[src/design/snake_pkg.sv]
package snake_pkg;

    // body and grid sizes
    localparam int BODY_LEN = 4;
    localparam int GRID_X = 16;
    localparam int GRID_Y = 3;
    localparam int DIGITS = 8;
    localparam int SEGS_PER_DIGIT = 7;

    // apb register map
    localparam logic [3:0] ADDR_CTRL = 4'd0;
    localparam logic [3:0] ADDR_STATUS = 4'd4;

    // step counter saturates here
    localparam logic [7:0] STEP_MAX = 8'd255;

    // bit position of each segment inside one digit, a at the lsb
    localparam int SEG_A = 0;
    localparam int SEG_B = 1;
    localparam int SEG_C = 2;
    localparam int SEG_D = 3;
    localparam int SEG_E = 4;
    localparam int SEG_F = 5;
    localparam int SEG_G = 6;

    // opposite headings differ only in bit 0
    typedef enum logic [1:0] {
        DIR_UP    = 2'd0,
        DIR_DOWN  = 2'd1,
        DIR_LEFT  = 2'd2,
        DIR_RIGHT = 2'd3
    } heading_t;

    typedef struct packed {
        logic [3:0] x;
        logic [1:0] y;
    } node_t;

    localparam node_t START_NODE = '{x: 4'd0, y: 2'd0};

    // level 0 is a, 1 is g, 2 is d
    typedef struct packed {
        logic       spare;
        logic [2:0] digit;
        logic [1:0] level;
    } horiz_seg_t;

    // even column is the left side of digit column/2, odd the right side
    typedef struct packed {
        logic       spare;
        logic [3:0] column;
        logic       half;
    } vert_seg_t;

    typedef union packed {
        horiz_seg_t h;
        vert_seg_t  v;
    } seg_pos_u;

    // vertical picks the view of pos
    typedef struct packed {
        logic     valid;
        logic     vertical;
        seg_pos_u pos;
    } edge_t;

    typedef struct packed {
        logic  valid;
        edge_t new_edge;
    } step_t;

    typedef struct packed {
        logic wall;
        logic self;
    } hit_t;

    typedef struct packed {
        logic        psel;
        logic        penable;
        logic        pwrite;
        logic [3:0]  paddr;
        logic [31:0] pwdata;
    } apb_req_t;

    typedef struct packed {
        logic [31:0] prdata;
        logic        pready;
        logic        pslverr;
    } apb_rsp_t;

endpackage

[src/design/apb_ctrl_regs.sv]
`timescale 1ns/1ps

module apb_ctrl_regs (
    input  logic                clock_10hz,
    input  logic                reset,
    input  snake_pkg::apb_req_t apb_req,
    output snake_pkg::apb_rsp_t apb_rsp,
    input  logic                step,
    input  snake_pkg::hit_t     hit,
    output logic                run,
    output snake_pkg::heading_t dir_req,
    output logic                alive
);

    import snake_pkg::*;

    logic       access;
    logic       wr_ctrl;
    logic       dead;
    logic [7:0] step_count;

    // access phase, no wait states
    assign access = apb_req.psel & apb_req.penable;
    assign wr_ctrl = access & apb_req.pwrite & (apb_req.paddr == ADDR_CTRL);

    // control register
    always_ff @(posedge clock_10hz) begin
        if (!reset) begin
            run <= 1'b0;
            dir_req <= DIR_RIGHT;
        end else if (wr_ctrl) begin
            run <= apb_req.pwdata[0];
            dir_req <= heading_t'(apb_req.pwdata[2:1]);
        end
    end

    // dead is sticky until reset
    always_ff @(posedge clock_10hz) begin
        if (!reset) begin
            dead <= 1'b0;
        end else if (hit.wall || hit.self) begin
            dead <= 1'b1;
        end
    end

    assign alive = ~dead;

    // steps taken, held at the top value
    always_ff @(posedge clock_10hz) begin
        if (!reset) begin
            step_count <= 8'd0;
        end else if (step && step_count != STEP_MAX) begin
            step_count <= step_count + 8'd1;
        end
    end

    // read mux and error decode
    always_comb begin
        apb_rsp = '0;
        apb_rsp.pready = 1'b1;
        case (apb_req.paddr)
            ADDR_CTRL: begin
                apb_rsp.prdata = {29'd0, dir_req, run};
            end
            ADDR_STATUS: begin
                apb_rsp.prdata = {16'd0, step_count, 7'd0, dead};
            end
            default: begin
                // unmapped, flag in the access phase only
                apb_rsp.pslverr = access;
            end
        endcase
    end

endmodule

[src/design/head_stepper.sv]
`timescale 1ns/1ps

module head_stepper (
    input  logic                clock_10hz,
    input  logic                reset,
    input  logic                run,
    input  logic                alive,
    input  snake_pkg::heading_t dir_req,
    output snake_pkg::step_t    step,
    output logic                wall_hit
);

    import snake_pkg::*;

    node_t    head;
    heading_t heading;
    heading_t turn_heading;
    node_t    next_head;
    edge_t    next_edge;
    logic     legal;

    // up/down and left/right pairs differ in bit 0 only
    function automatic logic is_reverse(input heading_t a, input heading_t b);
        return (a ^ b) == 2'b01;
    endfunction

    // turn rule, a reverse request keeps the old heading
    always_comb begin
        if (is_reverse(dir_req, heading)) begin
            turn_heading = heading;
        end else begin
            turn_heading = dir_req;
        end
    end

    // next node, the edge it makes, and the wall check
    always_comb begin
        next_head = head;
        next_edge = '0;
        next_edge.valid = 1'b1;
        legal = 1'b0;
        case (turn_heading)
            DIR_RIGHT: begin
                // only from the left side of a digit
                legal = ~head.x[0] && (({1'b0, head.x} + 5'd1) < GRID_X);
                next_head.x = head.x + 4'd1;
                next_edge.pos.h.digit = head.x[3:1];
                next_edge.pos.h.level = head.y;
            end
            DIR_LEFT: begin
                legal = head.x[0];
                next_head.x = head.x - 4'd1;
                next_edge.pos.h.digit = head.x[3:1];
                next_edge.pos.h.level = head.y;
            end
            DIR_UP: begin
                legal = (head.y != 2'd0);
                next_head.y = head.y - 2'd1;
                next_edge.vertical = 1'b1;
                next_edge.pos.v.column = head.x;
                next_edge.pos.v.half = next_head.y[0];
            end
            default: begin
                legal = (({1'b0, head.y} + 3'd1) < GRID_Y);
                next_head.y = head.y + 2'd1;
                next_edge.vertical = 1'b1;
                next_edge.pos.v.column = head.x;
                next_edge.pos.v.half = head.y[0];
            end
        endcase
    end

    always_ff @(posedge clock_10hz) begin
        if (!reset) begin
            head <= START_NODE;
            heading <= DIR_RIGHT;
            step <= '0;
            wall_hit <= 1'b0;
        end else begin
            step.valid <= 1'b0;
            wall_hit <= 1'b0;
            if (run && alive) begin
                if (legal) begin
                    head <= next_head;
                    heading <= turn_heading;
                    step.valid <= 1'b1;
                    step.new_edge <= next_edge;
                end else begin
                    // head stays where it was
                    wall_hit <= 1'b1;
                end
            end
        end
    end

endmodule

[src/design/body_shift.sv]
`timescale 1ns/1ps

module body_shift (
    input  logic                                      clock_10hz,
    input  logic                                      reset,
    input  snake_pkg::step_t                          step,
    output snake_pkg::edge_t [snake_pkg::BODY_LEN-1:0] body,
    output logic                                      self_hit
);

    import snake_pkg::*;

    logic hit_any;

    // compare against every stored entry before the shift
    always_comb begin
        hit_any = 1'b0;
        for (int i = 0; i < BODY_LEN; i++) begin
            if (body[i].valid && body[i] == step.new_edge) begin
                hit_any = 1'b1;
            end
        end
    end

    // entry 0 is the newest edge, the oldest falls off the top
    always_ff @(posedge clock_10hz) begin
        if (!reset) begin
            body <= '0;
            self_hit <= 1'b0;
        end else begin
            self_hit <= step.valid & hit_any;
            if (step.valid) begin
                // shift goes ahead even on a self hit
                body <= {body[BODY_LEN-2:0], step.new_edge};
            end
        end
    end

endmodule

[src/design/segment_map.sv]
`timescale 1ns/1ps

module segment_map (
    input  logic                                      clock_10hz,
    input  logic                                      reset,
    input  snake_pkg::edge_t [snake_pkg::BODY_LEN-1:0] body,
    output logic [55:0]                               display
);

    import snake_pkg::*;

    logic [DIGITS*SEGS_PER_DIGIT-1:0] pattern;

    // or together the segment of each valid entry
    always_comb begin
        logic [2:0] digit;
        int         seg;
        pattern = '0;
        for (int i = 0; i < BODY_LEN; i++) begin
            digit = 3'd0;
            seg = -1;
            if (body[i].valid && body[i].vertical) begin
                digit = body[i].pos.v.column[3:1];
                if (body[i].pos.v.column[0]) begin
                    // right side of the digit
                    seg = body[i].pos.v.half ? SEG_C : SEG_B;
                end else begin
                    seg = body[i].pos.v.half ? SEG_E : SEG_F;
                end
            end else if (body[i].valid) begin
                digit = body[i].pos.h.digit;
                case (body[i].pos.h.level)
                    2'd0: seg = SEG_A;
                    2'd1: seg = SEG_G;
                    2'd2: seg = SEG_D;
                    default: seg = -1;
                endcase
            end
            if (seg >= 0) begin
                pattern[digit*SEGS_PER_DIGIT + seg] = 1'b1;
            end
        end
    end

    always_ff @(posedge clock_10hz) begin
        if (!reset) begin
            display <= '0;
        end else begin
            display <= pattern;
        end
    end

endmodule

[src/design/snake_top.sv]
`timescale 1ns/1ps

module snake_top (
    input  logic                clock_10hz,
    input  logic                reset,
    input  snake_pkg::apb_req_t apb_req,
    output snake_pkg::apb_rsp_t apb_rsp,
    output logic [55:0]         display
);

    import snake_pkg::*;

    logic                   run;
    logic                   alive;
    heading_t               dir_req;
    step_t                  step;
    logic                   wall_hit;
    logic                   self_hit;
    hit_t                   hit;
    edge_t [BODY_LEN-1:0]   body;

    // both death events go to the dead latch
    assign hit = '{wall: wall_hit, self: self_hit};

    apb_ctrl_regs u_regs (
        .clock_10hz (clock_10hz),
        .reset      (reset),
        .apb_req    (apb_req),
        .apb_rsp    (apb_rsp),
        .step       (step.valid),
        .hit        (hit),
        .run        (run),
        .dir_req    (dir_req),
        .alive      (alive)
    );

    // stage 1
    head_stepper u_stepper (
        .clock_10hz (clock_10hz),
        .reset      (reset),
        .run        (run),
        .alive      (alive),
        .dir_req    (dir_req),
        .step       (step),
        .wall_hit   (wall_hit)
    );

    // stage 2
    body_shift u_body (
        .clock_10hz (clock_10hz),
        .reset      (reset),
        .step       (step),
        .body       (body),
        .self_hit   (self_hit)
    );

    // stage 3
    segment_map u_segs (
        .clock_10hz (clock_10hz),
        .reset      (reset),
        .body       (body),
        .display    (display)
    );

endmodule

[config.mk]
export PLATFORM = sky130hd
export DESIGN_NAME = snake_top
export DESIGN_NICKNAME = d
export VERILOG_FILES = /design/src/design/snake_pkg.sv /design/src/design/apb_ctrl_regs.sv /design/src/design/head_stepper.sv /design/src/design/body_shift.sv /design/src/design/segment_map.sv /design/src/design/snake_top.sv
export SDC_FILE = /design/constraint.sdc
export NUM_CORES = 1
export LEC_CHECK = 0
export ABC_AREA = 1
export BUFFER_PORTS_ARGS = -buffer_cell sky130_fd_sc_hd__buf_2
export CAP_MARGIN = 5
export CORE_MARGIN = 2
export CORE_UTILIZATION = 40
export DETAILED_ROUTE_END_ITERATION = 10
export PLACE_DENSITY_LB_ADDON = 0.05
export SLEW_MARGIN = 20
export SYNTH_ARGS = -nofsm -noshare
export SYNTH_HDL_FRONTEND = slang
export SYNTH_SLANG_ARGS = --single-unit
[constraint.sdc]
create_clock -name clock_10hz -period 4.72 [get_ports clock_10hz]
set_input_delay 1.416 -clock clock_10hz [delete_from_list [all_inputs] [get_ports clock_10hz]]
set_output_delay 1.416 -clock clock_10hz [all_outputs]
set_load 0.1 [all_outputs]
== After elaboration in Yosys (flattened, before gate mapping) ==
Cells that the tools add are included.

* Output and inout port bits: 90
* Memories kept: 0
* ROM bits: 0
* Word-level logic and storage cells: 171
* Bits in latches: 0
* Bits of input ports: 41
* RAM bits: 0
* Register bits after elaboration: 114

* Add/subtract/negate cells: 11
* Order comparisons: 14
* Eq/ne operators: 17
* Div/mod/pow operators: 0
* Bitwise logic cells: 11
* Muxes and demuxes: 58
* Shift-type cells: 0
* Multipliers: 4
* Reductions and logical operators: 30

{| class="wikitable"
|+ Operator list
! cell !! number
|-
| $mux 32 || 12
|-
| $pmux 32 s3 || 4
|-
| $ge 32x1->1 const B || 8
|-
| $mux 56 || 4
|-
| $or 56x56->56 || 3
|-
| $add 6x32->32 || 4
|-
| $lt 32x7->1 const B || 4
|-
| $lt 32x2->1 const B || 1
|-
| $lt 32x5->1 const B || 1
|-
| $pmux 16 s2 || 1
|-
| $eq 7x7->1 || 4
|-
| $demux 1 s6 || 4
|-
| $mul 3x3->6 const B || 4
|-
| $mux 3 || 8
|-
| $logic_and 1x1->1 || 15
|-
| $mux 1 || 15
|-
| $eq 2x2->1 const B || 6
|-
| $eq 2x1->1 const B || 5
|-
| $logic_not 2->1 || 5
|-
| $mux 2 || 5
|-
| $mux 9 || 1
|-
| $add 8x1->8 const B || 1
|-
| $ne 8x8->1 const B || 1
|-
| $pmux 2 s2 || 2
|-
| other kinds (18) || 27
|}

== Logic depth before layout (Yosys ltp) ==
Gate-level depths: netlist (run 1).

* Word-level depth: 16
* Depth in mapped cells: 26
* Depth with buffers taken out: 24

== Hierarchy ==
From an unflattened synthesis (run 1), not the netlist that was laid out.

* Cell total of the unflattened synthesis: 1543
* Area total of the unflattened synthesis: 9641.7 sq um

{| class="wikitable"
|+ By module, submodules not included
! module !! instances !! cells an instance !! seq. area each (sq um) !! area an instance (sq um)
|-
| segment_map || 1 || 1043 || 1121.1 || 6148.4
|-
| body_shift || 1 || 247 || 660.6 || 1605.3
|-
| head_stepper || 1 || 114 || 340.3 || 994.7
|-
| apb_ctrl_regs || 1 || 139 || 240.2 || 893.4
|}

== Least setup slack after synthesis (run 1) ==
Ideal clock, no wire load.

* Kind: input -> output
* Start point: input port apb_req[33] (netlist name)
* End point: output port apb_rsp[2] (netlist name)
* Required time: 3.304 ns
* Buffers on the path: 0
* Setup slack: 0.067 ns
* Arrival time: 3.237 ns
* Cell stages on the path: 5
* Cells stage by stage: nor2_1 nand2_1 inv_1 nand2_1 o22ai_1

{| class="wikitable"
|+ RTL lines
! what !! line !! source
|-
| start, declared || snake_top.sv:6 || <nowiki>input snake_pkg::apb_req_t apb_req,</nowiki>
|-
| end, declared || snake_top.sv:7 || <nowiki>output snake_pkg::apb_rsp_t apb_rsp,</nowiki>
|}

== Final worst setup path (run 1) ==
* Start point: register, netlist name u_body.body[28]
* End point: register u_segs.display[50]

* Cells in the longest elaborated chain, start to end: 10
* Elaborated cells between the ends (all ways): 11
* Classes of those cells: 1 x add/sub; 1 x mul; 2 x order compare; 5 x mux; 1 x bitwise; 1 x reduce/logical

{| class="wikitable"
|+ Ends and longest elaborated chain
! what !! line !! source
|-
| $mux 3 || segment_map.sv:30 || <nowiki>end else if (body[i].valid) begin</nowiki>
|-
| $mux 3 * || segment_map.sv:22 || <nowiki>if (body[i].valid && body[i].vertical) begin</nowiki>
|-
| $mul 3x3->6 * || segment_map.sv:40 || <nowiki>pattern[digit*SEGS_PER_DIGIT + seg] = 1'b1;</nowiki>
|-
| $add 6x32->32 * || segment_map.sv:40 ||
|-
| $ge 32x1->1 (implied by the code) / $lt 32x7->1 (equally long branches) || segment_map.sv:40 ||
|-
| $logic_and 1x1->1 (implied by the code) || segment_map.sv:40 ||
|-
| $mux 1 (implied by the code) || segment_map.sv:40 ||
|-
| $demux 1 s6 * || - ||
|-
| $or 56x56->56 (no line) * || - ||
|-
| $mux 56 * || segment_map.sv:39 || <nowiki>if (seg >= 0) begin</nowiki>
|-
| end signal, assigned || segment_map.sv:49 || <nowiki>display <= pattern;</nowiki>
|-
| end, declared || segment_map.sv:7 || <nowiki>output logic [55:0] display</nowiki>
|}

Every way passes the cells marked *; elsewhere a longest branch is shown, timed or not.
A chain may end at the register's enable or synchronous reset.

==> results of run 1 <==
==> worst max-delay path, stage by stage, from the launching register on <==
cell      delay [ns]
dfxtp_1         0.38
nand2_1         0.23
fa_1            0.58
inv_1           0.05
fa_1            0.48
fa_1            0.52
nand3b_1        0.19
nand2_1         0.14
o21ai_0         0.13
ha_1            0.31
nand2_1         0.04
inv_1           0.04
nand4_1         0.07
nor2_1          0.19
nand3_4         0.19
nor2_2          0.44
nand2_1         0.09
nand2_1         0.07
nor2_1          0.06
nor2_1          0.09
==> state kept, by name (all words and copies together) (netlist names), 2 cells and up <==
| signal | flops |
|---|---|
| u_stepper.heading | 2 |
| u_regs.step_count | 8 |
| u_body.body | 28 |
| u_stepper.step | 8 |
| u_segs.display | 56 |
| u_stepper.head | 6 |
| u_regs.dir_req | 2 |
==> placed cells by master (no fill, tap or decap), types with 8 or more instances in the layout <==
cell type,synthesis,final
nand4_1,12,12
nor3_1,10,10
nor2_1,194,193
nand2_1,457,456
inv_1,154,154
nand2_2,18,19
clkbuf_16,0,17
inv_2,12,12
xor2_1,15,15
nand3_2,9,9
o21ai_0,63,63
dfxtp_1,114,112
ha_1,68,68
nand3_1,97,97
buf_4,26,25
xnor2_1,8,8
fa_1,21,21
conb_1,2,22
nor2_4,10,17
a21oi_1,53,53
buf_2,2,79
nor2_2,51,45
==> final timing paths <==
path	startpoint	slack, ns	endpoint
worst max-delay path	u_body.body[28]	0.32	u_segs.display[50]
worst min-delay path	u_regs.run	0.48	u_regs.run
worst max register to register	u_body.body[28]	0.32	u_segs.display[50]
worst min register to register	u_regs.run	0.48	u_regs.run
==> what timing repair did <==
item / CTS / global route
buffers inserted: 0 / 1
gates resized for setup: 0 / 11
setup endpoints to repair: 0 / 56
==> final cells by class <==
type,count,share of cell area (%)
clock buffers,18,3.93
clock inverters,14,1.64
inverters,169,5.90
multi-input cells,1154,57.5
flip-flops and latches,114,20.9
well taps,319,3.66
repair buffers,110,6.44
==> report_power, final <==
group          leakage [nW]  switching [W]  total, W  internal [W]
clock                 0.288       0.000526   0.00136      0.000839
combinational          4.14       0.000120  0.000135     0.0000158
sequential            0.919     0.00000316  0.000968      0.000964
total                  5.35       0.000648   0.00247       0.00182
==> cells by family (layout without fill, tap and decap cells) <==
| logic type | count (synthesis) | count (layout) | share of synthesized area, % |
|---|---|---|---|
| compound gates | 135 | 135 | 7.64 |
| xor+xnor | 24 | 24 | 2.32 |
| fa+ha+maj | 89 | 89 | 13.5 |
| buf+inv | 220 | 311 | 10.2 |
| flops | 114 | 114 | 24.3 |
| mux | 1 | 1 | 0.106 |
| other cells | 2 | 22 | 0.0799 |
| simple gates | 883 | 883 | 41.9 |
==> through the flow <==
| step | hold WS, ns | std cells | cell area, um^2 |
|---|---|---|---|
| 2_1_floorplan | 0.446 | 1488 | 9480 |
| 3_3_place_gp | 0.465 | 1865 | 10200 |
| 3_5_place_dp | 0.478 | 1865 | 10200 |
| 4_1_cts | 0.486 | 1897 | 10900 |
| 5_1_grt | 0.513 | 1898 | 10900 |
| 6_report | 0.484 | 1898 | 10900 |
==> layer usage <==
metal,GRT usage [%],wire length (um)
met2,38.1,12900
met5,0,0
met3,2.95,1310
met4,8.92,836
met1,29.3,12400
==> results.ini, run 1 <==
[worst_setup_path]
cp_max_fo=9
cp.required_ns=5.08
worst_setup_path_start_kind=register
cp.arrival_ns=4.75
endpoint_kind=register
worstRegToRegCells=19
path_class=register to register

[global_route]
antenna_found_initial=0
grt_usage_pct=22.6
grt_first_pass_wirelength_um=43700
grt_overflow_total=0
first_global_vias=8434
grt_max_degree=58

[cts]
cts_hold_buf=0
clock_insertion_delay_worst_skew_ns=0.43
cts.sinks=114
htree_levels=4
root_buffer=clkbuf_16
path_clk_slew_ns=0.06
cts_buffers=17
cts_max_path_buffers=2
cts_tree=done

[final_layout]
final-seq-area_um2=2280
postLayoutCoreUtil_pct=46.9
syn_to_final_growth_pct=16.1
num-fill-cells=2495
num-nets-final=1696
diodes=0
multiInputGateArea_um2=6280
drive_gt1_share_pct=17.0

[floorplanning]
core_area_um2=23300
die_h_um=157
ioPinCount=131
die_w_um=157
initial_core_util_pct=40.4
rows=56
dieArea_um2=24800

[yosys]
synthFlopType=dfxtp_1
synth_edf_count=0
syn_avg_cell_area_um2=6.41
synth_top_cell_area_share_pct=24.3
seq_area_frac_synth_pct=24.3
ys_top_cells_by_area=dfxtp_1 (24%), nand2_1 (18%), ha_1 (9.0%), nor2_1 (7.7%), inv_1 (6.1%)
async_reset_ff_share_pct=0
synthCells=1468
yosysMostFrequentCell=nand2_1
yosys.area.top_type=dfxtp_1
ys_ff_latch=114
synth_cell_types=45
yosys_warnings=0
syn_area_um2=9400
synthTopCellsByCount=nand2_1 (457), nor2_1 (194), inv_1 (154), dfxtp_1 (114), nand3_1 (97)

[placed_design]
pre_cts_ws_ns=0.241
dp_hpwl_um=20400
portBuffers=79
place_congestion=0.896

[drt]
via_per_inst=4.86
wl_per_cell_um=14.4
first_iter_violations=628
wirelength_um=27400
drt_pass1_iterations=5
final_antenna_net_count=0
drcViolationCount=0
vias=9216

[sta]
fin_crit_sh_pct=93.2
clock_skew_ns=0.0128
hold_viol=0
slew_headroom_pct=50.1
fin_setup_tns_ns=0
rsz0062_at_grt=false
timing.fmax_mhz=227
setup_viol=0
layout_min_cycle_time_ns=4.40
setup_ws_ns=0.321
worstMarginPinSlew_ns=0.748
finalMaxSlewViolations=0

[run_status]
status=finished clean

[pwr]
p_per_area_nw_per_um2=226
ir_drop_mv=0.191
p_leak_nw=5.35
p_total_w=0.00247

[min_path]
hold_depth=2
hp-class=register to register

[flow_run]
cap_violations=0

Power figures use the tool's default switching activity.
==> run 2: changes to the inputs <==
- PLACE_DENSITY_LB_ADDON: 0.05 -> default
==> run 2 against run 1 <==
- non-clock buffer count is 3 higher
- count of clock-buffer cells in the layout decreased by 1
- maximum frequency decreased by 1.4%
- clock skew down 0.0025 ns
- utilization shrank 0.12 points
- die area is the same
- combinational power hardly changed
- first-iteration DRC count down 11%
- sequential share of layout area increased by 0.055 points
- largest power group unchanged
==> results.ini, run 2 (synthesis gave the netlist of run 1 again) <==
[worst_setup_path]
cp_max_fo=9  ; unchanged
path_class=register to register  ; unchanged
cp.arrival_ns=4.81  ; was 4.75 ns
reg2reg_setup_slack_ns=0.26  ; was 0.32 ns
cp.required_ns=5.07  ; was 5.08 ns
worst_setup_path_start_kind=register  ; unchanged
endpoint_kind=register  ; unchanged

[sta]
clock_skew_ns=0.0103  ; was 0.0128 ns
rsz0062_at_grt=false  ; unchanged
setup_viol=0  ; unchanged
worstMarginPinSlew_ns=0.941  ; was 0.748 ns
layout_min_cycle_time_ns=4.46  ; was 4.40 ns
fin_crit_sh_pct=94.5  ; was 93.2%
slew_headroom_pct=37.2  ; was 50.1%
fin_setup_tns_ns=0  ; unchanged
timing.fmax_mhz=224  ; was 227 MHz
setup_ws_ns=0.260  ; was 0.321 ns
hold_viol=0  ; unchanged
finalMaxSlewViolations=0  ; unchanged

[drt]
wl_per_cell_um=13.8  ; was 14.4 um
final_antenna_net_count=0  ; unchanged
wirelength_um=26200  ; was 27400 um
drt_pass1_iterations=5  ; unchanged
first_iter_violations=560  ; was 628
vias=9324  ; was 9216
via_per_inst=4.90  ; was 4.86
drcViolationCount=0  ; unchanged

[pwr]
p_leak_nw=5.35  ; about the same
p_total_w=0.00237  ; was 0.00247 W
switching_share_pct=27.5  ; was 26.3%
p_per_area_nw_per_um2=217  ; was 226 nW/um^2
ir_drop_mv=0.192  ; was 0.191 mV
comb_power_share_pct=5.7  ; was 5.5%
pwr-share-clk_pct=53.4  ; was 55.3%
switching_power_w=0.000652  ; was 0.000648 W
intPower_w=0.00172  ; was 0.00182 W
sequentialPowerShare_pct=40.9  ; was 39.2%

[final_layout]
multiInputGateArea_um2=6280  ; about the same
final-seq-area_um2=2280  ; unchanged
syn_to_final_growth_pct=15.8  ; was 16.1%
reg_top3=u_segs.display (56), u_body.body (28)  ; unchanged
layout_commonest_cell=nand2_1  ; unchanged
top_register=u_segs.display  ; unchanged
diodes=0  ; unchanged
final_cell_mix=nand2_1 (456), nor2_1 (194), inv_1 (154)  ; was nand2_1 (456), nor2_1 (193), inv_1 (154)
num-nets-final=1699  ; was 1696
final_cells=1901  ; was 1898
largest_reg_flops=56  ; unchanged
postLayoutCoreUtil_pct=46.8  ; was 46.9%
num-fill-cells=2475  ; was 2495
drive_gt1_share_pct=17.2  ; was 17.0%

[floorplanning]
initial_core_util_pct=40.4  ; unchanged
rows=56  ; unchanged
die_w_um=157  ; unchanged
ioPinCount=131  ; unchanged
core_area_um2=23300  ; unchanged
dieArea_um2=24800  ; unchanged
die_h_um=157  ; unchanged

[flow_run]
cap_violations=0  ; unchanged

[cts]
cts_hold_buf=0  ; unchanged
cts_buffers=17  ; unchanged
path_clk_slew_ns=0.06  ; about the same
htree_levels=4  ; unchanged
root_buffer=clkbuf_16  ; unchanged
cts.sinks=114  ; unchanged
cts_tree=done  ; unchanged
cts_max_path_buffers=2  ; unchanged
clock_insertion_delay_worst_skew_ns=0.43  ; about the same

[placed_design]
place_congestion=0.940  ; was 0.896
dp_hpwl_um=19700  ; was 20400 um
pre_cts_ws_ns=0.211  ; was 0.241 ns
portBuffers=79  ; unchanged
dpl.cell_count=1869  ; was 1865

[global_route]
grt_usage_pct=21.8  ; was 22.6%
grt_max_degree=48  ; was 58
grt_first_pass_wirelength_um=42500  ; was 43700 um
first_global_vias=8472  ; was 8434
grt_overflow_total=0  ; unchanged
antenna_found_initial=0  ; unchanged

[min_path]
hp-class=register to register  ; unchanged

[run_status]
status=finished clean  ; unchanged

## run 2: path summary, 6_finish.rpt
| path | startpoint | end | cells after the start |
|---|---|---|---|
| setup / recovery | u_body.body[28] | u_segs.display[19] | 19 |
| hold / removal | u_stepper.head[0] | u_stepper.head[0] | 2 |
| setup reg to reg | u_body.body[28] | u_segs.display[19] | 19 |
| hold reg to reg | u_stepper.head[0] | u_stepper.head[0] | 2 |
## run 2: layout make-up
type | instances | area share [%]
inverter | 169 | 5.92
tap | 319 | 3.67
clock inverter | 15 | 1.34
sequential | 114 | 21.0
timing repair buffer | 113 | 6.55
clock buffer | 17 | 3.91
multi-input combinational | 1154 | 57.6
## run 2: metal layers
layer  up-vias  track usage (%)  wire length [um]
met4         0             10.1              1040
met5         -                0                 0
li1       4763                -                 -
met2       306             35.9             12000
met1      4179             27.7             11600
met3        76             3.63              1510
## run 2: power groups by stage
stage                     clock network [W]  registers [W]  logic (W)
after floorplan                           0       0.000987   0.000134
after global placement                    0       0.000989   0.000133
after detailed placement                  0       0.000989   0.000135
after CTS                           0.00129       0.000967   0.000135
after global routing                0.00133       0.000967   0.000144
final                               0.00127       0.000968   0.000135
## run 2: through the flow
step / instance area [um^2] / hold slack [ns]
global route: 10900 / 0.502
floorplan: 9480 / 0.446
global placement: 10300 / 0.466
CTS: 10800 / 0.479
detailed placement: 10300 / 0.470
finish: 10900 / 0.481
## run 2: critical path, cell delays in order, from the launching register on
cell and delay, ns:
dfxtp_1 0.37, nand2_1 0.22, fa_1 0.58, inv_1 0.05, fa_1 0.49, fa_1 0.53
nand3b_1 0.19, nand2_1 0.13, o21ai_0 0.13, ha_1 0.31, nand2_1 0.04, inv_1 0.04
nand4_1 0.06, nor2_1 0.19, nand3_4 0.18, nor2_2 0.50, nand2_1 0.10, nand2_1 0.10
nor2_1 0.04, nor2_1 0.11
## run 2: repair_timing
action / 4_1_cts / 5_1_grt
resized for setup: 0 / 10
setup endpoints to repair: 0 / 42
buffers inserted: 0 / 0
